`config.mk`:
```
export PLATFORM = sky130hd
export DESIGN_NAME = rtc_display_top
export DESIGN_NICKNAME = d
export VERILOG_FILES = /design/src/hw/clock_pkg.sv /design/src/hw/date_counter.sv /design/src/hw/display_ctl.sv /design/src/hw/glyph_streamer.sv /design/src/hw/rtc_display_top.sv /design/src/hw/time_counter.sv
export SDC_FILE = /design/constraint.sdc
export NUM_CORES = 1
export LEC_CHECK = 0
export ABC_CLOCK_PERIOD_IN_PS = 8700
export BUFFER_PORTS_ARGS = -buffer_cell sky130_fd_sc_hd__buf_2
export CAP_MARGIN = 20
export CORE_MARGIN = 2
export CORE_UTILIZATION = 40
export DETAILED_ROUTE_END_ITERATION = 7
export PLACE_DENSITY = 0.65
export SETUP_SLACK_MARGIN = 0.5
export SLEW_MARGIN = 40
export SYNTH_ARGS = -nofsm -noshare
export SYNTH_HDL_FRONTEND = slang
export SYNTH_SLANG_ARGS = --single-unit
export TNS_END_PERCENT = 5
```
`constraint.sdc`:
```
create_clock -name clk -period 8.7 [get_ports clk]
set_clock_uncertainty 0.2 [all_clocks]
set_input_delay 0.435 -clock clk [delete_from_list [all_inputs] [get_ports clk]]
set_output_delay 0.435 -clock clk [all_outputs]
set_load 0.005 [all_outputs]
```
`src/hw/clock_pkg.sv`:
```
package clock_pkg;

	// ==================================================
	// Time and date words, all held in packed BCD.
	// ==================================================

	typedef struct packed {
		logic [7:0] hour;
		logic [7:0] minute;
		logic [7:0] second;
	} bcd_time_t;

	typedef struct packed {
		logic [15:0] year;
		logic [7:0]  month;
		logic [7:0]  day;
	} bcd_date_t;

	typedef struct packed {
		bcd_time_t tm;
		bcd_date_t dt;
	} rtc_set_t;

	// The calendar comes out of reset on the first day of 2000.
	localparam bcd_date_t date_at_reset = '{year: 16'h2000, month: 8'h01, day: 8'h01};

	// ==================================================
	// Display glyphs.
	// ==================================================

	// A digit glyph carries a zero tag, so every letter code has a nonzero tag.
	localparam logic [1:0] digit_tag = 2'b00;

	typedef struct packed {
		logic [1:0] tag;
		logic [3:0] bcd;
	} glyph_digit_t;

	typedef union packed {
		glyph_digit_t digit;
		logic [5:0]   code;
	} glyph_u;

	localparam logic [5:0] font_a    = 6'b01_0000;
	localparam logic [5:0] font_m    = 6'b01_0001;
	localparam logic [5:0] font_p    = 6'b01_0010;
	localparam logic [5:0] font_none = 6'b11_1111;

	localparam int frame_slots = 16;

	// Slot 15 is the leading year digit, slot 0 the units of the seconds.
	typedef glyph_u [frame_slots-1:0] glyph_frame_t;

	function automatic glyph_u make_digit(input logic [3:0] bcd);
		glyph_u g;
		g.digit.tag = digit_tag;
		g.digit.bcd = bcd;
		return g;
	endfunction

	// Mod-100 increment of a two-digit BCD pair, so 99 rolls over to 00.
	function automatic logic [7:0] bcd_inc8(input logic [7:0] v);
		logic [7:0] r;
		r = v;
		if (v[3:0] == 4'd9)
		begin
			r[3:0] = 4'd0;
			r[7:4] = (v[7:4] == 4'd9) ? 4'd0 : v[7:4] + 4'd1;
		end
		else
			r[3:0] = v[3:0] + 4'd1;
		return r;
	endfunction

endpackage

```
`src/hw/date_counter.sv`:
```
module date_counter
(
	input  logic                 clk,
	input  logic                 arst_n,
	input  logic                 advance,
	input  logic                 load,
	input  clock_pkg::bcd_date_t load_date,
	output clock_pkg::bcd_date_t cur_date
);

	import clock_pkg::*;

	logic       leap_year;
	logic [7:0] last_day;
	bcd_date_t  next_date;

	// A two-digit BCD number divides by 4 when an even tens digit meets
	// units of 0, 4 or 8, or an odd tens digit meets units of 2 or 6.
	function automatic logic bcd_div4(input logic [7:0] v);
		logic odd_tens;
		odd_tens = v[4];
		if (odd_tens)
			return (v[3:0] == 4'd2) || (v[3:0] == 4'd6);
		else
			return (v[3:0] == 4'd0) || (v[3:0] == 4'd4) || (v[3:0] == 4'd8);
	endfunction

	// ==================================================
	// Leap year and month length.
	// ==================================================

	// For a century year the test moves to the upper pair, which is the
	// same as asking whether the whole year divides by 400.
	always_comb
	begin
		if (cur_date.year[7:0] == 8'h00)
			leap_year = bcd_div4(cur_date.year[15:8]);
		else
			leap_year = bcd_div4(cur_date.year[7:0]);
	end

	always_comb
	begin
		case (cur_date.month)
			8'h02:
				last_day = leap_year ? 8'h29 : 8'h28;
			8'h04, 8'h06, 8'h09, 8'h11:
				last_day = 8'h30;
			default:
				last_day = 8'h31;
		endcase
	end

	// ==================================================
	// Next date on a day carry.
	// ==================================================

	always_comb
	begin
		next_date = cur_date;
		if (cur_date.day == last_day)
		begin
			next_date.day = 8'h01;
			if (cur_date.month == 8'h12)
			begin
				next_date.month = 8'h01;
				// The year is two cascaded pairs, so 9999 rolls over to 0000.
				next_date.year[7:0] = bcd_inc8(cur_date.year[7:0]);
				if (cur_date.year[7:0] == 8'h99)
					next_date.year[15:8] = bcd_inc8(cur_date.year[15:8]);
			end
			else
				next_date.month = bcd_inc8(cur_date.month);
		end
		else
			next_date.day = bcd_inc8(cur_date.day);
	end

	always_ff @(posedge clk or negedge arst_n)
	begin
		if (!arst_n)
			cur_date <= date_at_reset;
		else if (load)
			cur_date <= load_date;
		else if (advance)
			cur_date <= next_date;
	end

endmodule

```
`src/hw/display_ctl.sv`:
```
module display_ctl
(
	input  logic                    mode_12h,
	input  clock_pkg::bcd_time_t    cur_time,
	input  clock_pkg::bcd_date_t    cur_date,
	output clock_pkg::glyph_frame_t frame
);

	import clock_pkg::*;

	logic [3:0] hour_tens;
	logic [3:0] hour_units;
	logic       is_pm;

	// BCD words order the same way as the numbers they hold.
	assign is_pm = (cur_time.hour >= 8'h12);

	// ==================================================
	// Hour rewrite for 12-hour mode.
	// ==================================================

	always_comb
	begin
		hour_tens  = cur_time.hour[7:4];
		hour_units = cur_time.hour[3:0];
		if (mode_12h)
		begin
			if (cur_time.hour == 8'h00)
			begin
				hour_tens  = 4'd1;
				hour_units = 4'd2;
			end
			else if ((cur_time.hour > 8'h12) && (cur_time.hour < 8'h20))
			begin
				hour_tens  = cur_time.hour[7:4] - 4'd1;
				hour_units = cur_time.hour[3:0] - 4'd2;
			end
			else if ((cur_time.hour == 8'h20) || (cur_time.hour == 8'h21))
			begin
				// Subtracting 12 here borrows across the tens boundary.
				hour_tens  = cur_time.hour[7:4] - 4'd2;
				hour_units = cur_time.hour[3:0] + 4'd8;
			end
			else if (cur_time.hour >= 8'h22)
			begin
				hour_tens  = cur_time.hour[7:4] - 4'd1;
				hour_units = cur_time.hour[3:0] - 4'd2;
			end
		end
	end

	// ==================================================
	// Frame assembly.
	// ==================================================

	always_comb
	begin
		frame[15] = make_digit(cur_date.year[15:12]);
		frame[14] = make_digit(cur_date.year[11:8]);
		frame[13] = make_digit(cur_date.year[7:4]);
		frame[12] = make_digit(cur_date.year[3:0]);
		frame[11] = make_digit(cur_date.month[7:4]);
		frame[10] = make_digit(cur_date.month[3:0]);
		frame[9]  = make_digit(cur_date.day[7:4]);
		frame[8]  = make_digit(cur_date.day[3:0]);
		// The letter pair reads AM or PM, or stays blank in 24-hour mode.
		frame[7].code = mode_12h ? (is_pm ? font_p : font_a) : font_none;
		frame[6].code = mode_12h ? font_m : font_none;
		frame[5]  = make_digit(hour_tens);
		frame[4]  = make_digit(hour_units);
		frame[3]  = make_digit(cur_time.minute[7:4]);
		frame[2]  = make_digit(cur_time.minute[3:0]);
		frame[1]  = make_digit(cur_time.second[7:4]);
		frame[0]  = make_digit(cur_time.second[3:0]);
	end

endmodule

```
`src/hw/glyph_streamer.sv`:
```
module glyph_streamer
#(
	parameter int credits = 4
)
(
	input  logic                    clk,
	input  logic                    arst_n,
	input  clock_pkg::glyph_frame_t frame,
	input  logic                    frame_req,
	input  logic                    credit_return,
	output logic                    glyph_valid,
	output clock_pkg::glyph_u       glyph,
	output logic                    frame_busy,
	output logic                    frame_done
);

	import clock_pkg::*;

	localparam int credit_w = $clog2(credits + 1);
	localparam int slot_w   = $clog2(frame_slots);

	glyph_frame_t        snap;
	logic [slot_w-1:0]   slot;
	logic [credit_w-1:0] credit_cnt;
	logic                start;
	logic                send;

	// A request is taken only while no frame is in flight.
	assign start = frame_req && !frame_busy;

	// One glyph leaves in every busy cycle that still holds a credit.
	assign send        = frame_busy && (credit_cnt != '0);
	assign glyph_valid = send;
	assign glyph       = snap[slot];

	// ==================================================
	// Snapshot and slot sequencing.
	// ==================================================

	always_ff @(posedge clk)
	begin
		if (start)
			snap <= frame;
	end

	always_ff @(posedge clk or negedge arst_n)
	begin
		if (!arst_n)
		begin
			frame_busy <= 1'b0;
			frame_done <= 1'b0;
			slot       <= '0;
		end
		else
		begin
			frame_done <= send && (slot == '0);
			if (start)
			begin
				frame_busy <= 1'b1;
				slot       <= slot_w'(frame_slots - 1);
			end
			else if (send)
			begin
				if (slot == '0)
					frame_busy <= 1'b0;
				else
					slot <= slot - 1'b1;
			end
		end
	end

	// ==================================================
	// Credit counter.
	// ==================================================

	// A spend and a return in the same cycle cancel out.
	always_ff @(posedge clk or negedge arst_n)
	begin
		if (!arst_n)
			credit_cnt <= credit_w'(credits);
		else
		begin
			case ({send, credit_return})
				2'b10:
					credit_cnt <= credit_cnt - 1'b1;
				2'b01:
					credit_cnt <= credit_cnt + 1'b1;
				default:
					credit_cnt <= credit_cnt;
			endcase
		end
	end

endmodule

```
`src/hw/rtc_display_top.sv`:
```
module rtc_display_top
#(
	parameter int credits = 4
)
(
	input  logic                clk,
	input  logic                arst_n,
	input  logic                tick_1hz,
	input  logic                set_valid,
	input  clock_pkg::rtc_set_t set_value,
	input  logic                mode_12h,
	input  logic                frame_req,
	input  logic                credit_return,
	output logic                glyph_valid,
	output clock_pkg::glyph_u   glyph,
	output logic                frame_busy,
	output logic                frame_done
);

	import clock_pkg::*;

	bcd_time_t    cur_time;
	bcd_date_t    cur_date;
	glyph_frame_t frame;
	logic         day_carry;

	// One load writes both counters, each taking its own half of set_value.
	time_counter u_time_counter
	(
		.clk       (clk),
		.arst_n    (arst_n),
		.tick      (tick_1hz),
		.load      (set_valid),
		.load_time (set_value.tm),
		.cur_time  (cur_time),
		.day_carry (day_carry)
	);

	date_counter u_date_counter
	(
		.clk       (clk),
		.arst_n    (arst_n),
		.advance   (day_carry),
		.load      (set_valid),
		.load_date (set_value.dt),
		.cur_date  (cur_date)
	);

	display_ctl u_display_ctl
	(
		.mode_12h (mode_12h),
		.cur_time (cur_time),
		.cur_date (cur_date),
		.frame    (frame)
	);

	glyph_streamer #(
		.credits (credits)
	) u_glyph_streamer
	(
		.clk           (clk),
		.arst_n        (arst_n),
		.frame         (frame),
		.frame_req     (frame_req),
		.credit_return (credit_return),
		.glyph_valid   (glyph_valid),
		.glyph         (glyph),
		.frame_busy    (frame_busy),
		.frame_done    (frame_done)
	);

endmodule

```
`src/hw/time_counter.sv`:
```
module time_counter
(
	input  logic                 clk,
	input  logic                 arst_n,
	input  logic                 tick,
	input  logic                 load,
	input  clock_pkg::bcd_time_t load_time,
	output clock_pkg::bcd_time_t cur_time,
	output logic                 day_carry
);

	import clock_pkg::*;

	logic      sec_wrap;
	logic      min_wrap;
	logic      hour_wrap;
	bcd_time_t next_time;

	// ==================================================
	// Wrap detection and the day carry.
	// ==================================================

	assign sec_wrap  = (cur_time.second == 8'h59);
	assign min_wrap  = (cur_time.minute == 8'h59);
	assign hour_wrap = (cur_time.hour == 8'h23);

	// The date counter steps on the same edge as the wrap to midnight.
	assign day_carry = tick && sec_wrap && min_wrap && hour_wrap;

	// ==================================================
	// Next count on a tick.
	// ==================================================

	// Each pair handles its own units-to-tens carry inside bcd_inc8.
	always_comb
	begin
		next_time = cur_time;
		if (sec_wrap)
		begin
			next_time.second = 8'h00;
			if (min_wrap)
			begin
				next_time.minute = 8'h00;
				if (hour_wrap)
					next_time.hour = 8'h00;
				else
					next_time.hour = bcd_inc8(cur_time.hour);
			end
			else
				next_time.minute = bcd_inc8(cur_time.minute);
		end
		else
			next_time.second = bcd_inc8(cur_time.second);
	end

	// A load wins over a tick in the same cycle.
	always_ff @(posedge clk or negedge arst_n)
	begin
		if (!arst_n)
			cur_time <= '0;
		else if (load)
			cur_time <= load_time;
		else if (tick)
			cur_time <= next_time;
	end

endmodule

```
==> summary.txt <==
STA
  • Worst-margin pin slew: between 0.7 and 0.8 ns
  • Post-layout minimum cycle time: 3.445 ns
  • TNS Setup: 0 ns
  • Hold Vio Cnt, Final: 0
  • Final worst setup slack: ~5.3 ns
  • Setup Viol. Count Final: 0
  • RSZ-0062 raised after global routing: no
  • Fin crit share: between 30% and 40%
  • Slew Limit Headroom: a little over 50%
  • Slew Limit Fails: 0
  • Fmax: approximately 290 MHz
  • Hold_ws: 0.02003 ns

Global route
  • Largest net degree at the start of global routing: 66
  • First-pass GRT wire length: between 20000 and 30000 um
  • Grt total ovfl: 0
  • Vias in the first global route: 5462
  • Initial antenna violation count: 0
  • Overall routing resource usage: about a fifth

Drt
  • Post-DR vias/cell: roughly 5.7
  • DR vias: ~5600
  • DRC Markers: 0
  • DR pass1 iterations: 5
  • Post-Route WL: 17520 um
  • Uppermost layer routed: met4
  • Met3 WL post-DR: between 900 and 1000 um
  • WL met2: about 8000 um
  • Met1 WL: ~8500 um
  • Antenna Nets Post-Route: 0
  • Mean routed wirelength per cell: between 15 and 20 um
  • Initial drt markers: 420

Power
  • Tot Pwr: 1.999 mW
  • Psw: roughly 620 uW
  • PD cells: ~240 mW/mm2
  • VDD IR max: between 150 and 200 uV
  • Internal Pwr Total: 1.380 mW
  • Sw Ratio: between 30% and 40%
  • Flop pwr share: about two fifths
  • Logic pwr share: 22.9%
  • P_leak: around 3.3 nW
  • Clk pwr share: a little over a third

Final layout
  • Finished Cell Area: roughly 0.0083 mm2
  • Layout cells sized above 1: 20.13%
  • Nets: around 840
  • P&R area growth vs syn: 15.68%
  • Final std cells w/o fill: 994
  • Most common cell after layout, fill and taps aside: buf_2
  • Finished Core Util: a little under half
  • Most frequent cells in the layout: buf_2 (70), nand2_1 (69), dfrtp_1 (60)
  • Antenna cell count: 0

Clock network
  • Bufs on Longest Clock Path: 2
  • Clock slew at reported path FFs: about 0.05 ns
  • Postcts setup bufs: 0
  • # clock sinks: between 100 and 150
  • CTS tree: done
  • Clk_lat worst skew: 0.42 ns
  • CTS Buf Count: 17
  • H-tree Lvls: 4
  • Root Buffer: clkbuf_16

Min path
  • WHS Path Cells: 3
  • Min-delay worst type: in2reg
  • WHS Endpoint: u_date_counter.cur_date[0]$_DFFE_PN1P_
  • Worst Hold Launch: set_value[0]

Setup path
  • Worst Path Arrival: approximately 3.4 ns
  • Worst R2R End: u_glyph_streamer.snap[33]$_DFFE_PP_
  • CP Class: reg2reg
  • Req. time, crit path: 8.68 ns
  • CP endpoint kind: flip-flop
  • R2R Setup Slk: 5.25 ns
  • Crit Reg-Reg Startpoint: u_time_counter.cur_time[22]$_DFFE_PN0P_
  • Critical Path Fanout Max: 8
  • Worst r2r path cells: 8
  • Worst setup SP type: flip-flop

Synthesis
  • Post-synth cell types: between 80 and 90
  • Synthesized flop and latch total: 124
  • Post-synthesis sequential area ratio: 47.33%
  • Net Count, Synth: just under 800
  • Post-Synthesis Cells: 695
  • Syn Area/Cell: about 10 um2
  • Post-synth EDFFs: a little under 60
  • Async set-or-reset flop fraction in the synthesized netlist: ~52%
  • Ys flop type: dfrtp_1
  • Cell area after synthesis: about 0.0072 mm2
  • Ys Warns: 0

Place
  • Placed Instances: approximately 960
  • DP Area: between 0.007 and 0.008 mm2
  • Placer Congestion: about 0.9
  • Hpwl dp: roughly 12000 um
  • Pre-CTS WS: ~5.3 ns
  • Number of buffers added on ports: 71

Die
  • Die X: roughly 140 um
  • Die H: around 140 um
  • Initial Utilization: between 40% and 50%
  • Die area: 0.01906 mm2
  • Number of core rows: 49
  • Core Footprint: about 0.018 mm2
  • I/O pin cnt: 72

Status
  • Status: complete, no violations

Flow run
  • Max Cap Violations: 0
-- synth_stat cells, types with 4 or more instances --
library cell  instances  share of area, %
clkbuf_1             27               1.4
nor4_2                4              0.70
o21ai_0              45               3.1
mux4_2               14               4.4
xnor2_1               6              0.73
o21ai_1              10              0.70
nand4_1               6              0.52
nor3b_1               7              0.73
nand2b_1              8              0.70
dfstp_2               4               1.5
nor2b_1               5              0.44
nor4_1                5              0.44
nand3b_1              6              0.63
mux2_2                5              0.78
edfxtp_1             59                25
a21o_1                5              0.52
or4_1                 7              0.73
o211ai_1              7              0.73
inv_1                41               2.1
nor2_1               46               2.4
nand3_1              22               1.5
and2_1                4              0.35
a21oi_1              39               2.7
o31ai_1               9              0.94
a211oi_1              6              0.63
a22oi_1               4              0.42
nand2_1              69               3.6
ha_1                 26               4.5
dfrtp_1              61                21
buf_6                 4              0.63
nor3_1               20               1.4
and3_1                7              0.61
o22ai_1               4              0.35
a31oi_1               8              0.70
a221oi_1              4              0.49
mux2i_1               9               1.3
buf_2                 5              0.35
-- worst max path at each step --
stage	start	cells after the start	end	slack, ns
after floorplan	u_time_counter.cur_time[21]$_DFFE_PN0P_	9	u_glyph_streamer.snap[26]$_DFFE_PP_	5.75
after global placement	u_time_counter.cur_time[21]$_DFFE_PN0P_	8	u_glyph_streamer.snap[33]$_DFFE_PP_	5.44
after detailed placement	u_time_counter.cur_time[21]$_DFFE_PN0P_	8	u_glyph_streamer.snap[33]$_DFFE_PP_	5.34
after CTS	u_time_counter.cur_time[22]$_DFFE_PN0P_	8	u_glyph_streamer.snap[33]$_DFFE_PP_	5.30
after global routing	u_time_counter.cur_time[22]$_DFFE_PN0P_	9	u_glyph_streamer.snap[26]$_DFFE_PP_	5.06
final	u_time_counter.cur_time[22]$_DFFE_PN0P_	8	u_glyph_streamer.snap[33]$_DFFE_PP_	5.25
-- flip-flops by register name, summed over array words and instances (netlist names) --
name                         flops
u_date_counter.cur_date         32
u_glyph_streamer.frame_done      1
u_glyph_streamer.snap           59
u_glyph_streamer.credit_cnt      3
u_glyph_streamer.frame_busy      1
u_time_counter.cur_time         24
u_glyph_streamer.slot            4
-- cells by family (layout without fill, tap and decap cells) --
| kind of cell | count (synthesis) | count (layout) | synth area share (%) |
|---|---|---|---|
| and+or+nand+nor | 239 | 239 | 17.82 |
| AOI/OAI and AO/OA | 188 | 188 | 17.75 |
| DFF | 124 | 124 | 47.33 |
| buffers and inverters | 79 | 149 | 4.629 |
| muxes | 29 | 29 | 6.577 |
| adders and majority gates | 27 | 27 | 4.802 |
| xor gates and xnor gates | 9 | 9 | 1.096 |
-- critical path: stages, from the launching register on --
cell	delay (ns)
dfrtp_1	0.49
inv_1	0.18
ha_1	0.23
nor4bb_1	0.14
a2111oi_0	0.68
a21oi_1	0.14
o21ai_0	0.34
mux2_2	0.39
o41ai_1	0.42
-- layout make-up --
cell class | count | area [um2]
Inverter | 41 | 153.9
Multi-Input combinational cell | 492 | 3471
Clock inverter | 11 | 116.4
Timing Repair Buffer | 76 | 414.1
Fill cell | 1632 | 9462
Clock buffer | 21 | 471.7
Sequential cell | 124 | 3405
Tap cell | 229 | 286.5
-- timing repair --
item | CTS | global route
hold endpoints to repair | 61 | 0
gates resized for setup | 0 | 0
setup endpoints to repair | 0 | 0
hold buffers | 1 | 0
-- power by group through the flow --
stage,registers [mW],logic [mW],clock network [mW]
floorplan,0.765,0.390,0
global placement,0.849,0.452,0
detailed placement,0.849,0.458,0
CTS,0.840,0.461,0.712
global route,0.859,0.517,0.741
finish,0.840,0.457,0.702
-- per-layer routing --
metal	up-vias	GRT usage (%)
li1	2726	-
met1	2712	28.10
met2	169	28.30
met3	23	3.914
met4	0	5.800
met5	-	0
(Power assumes the default switching activity.)
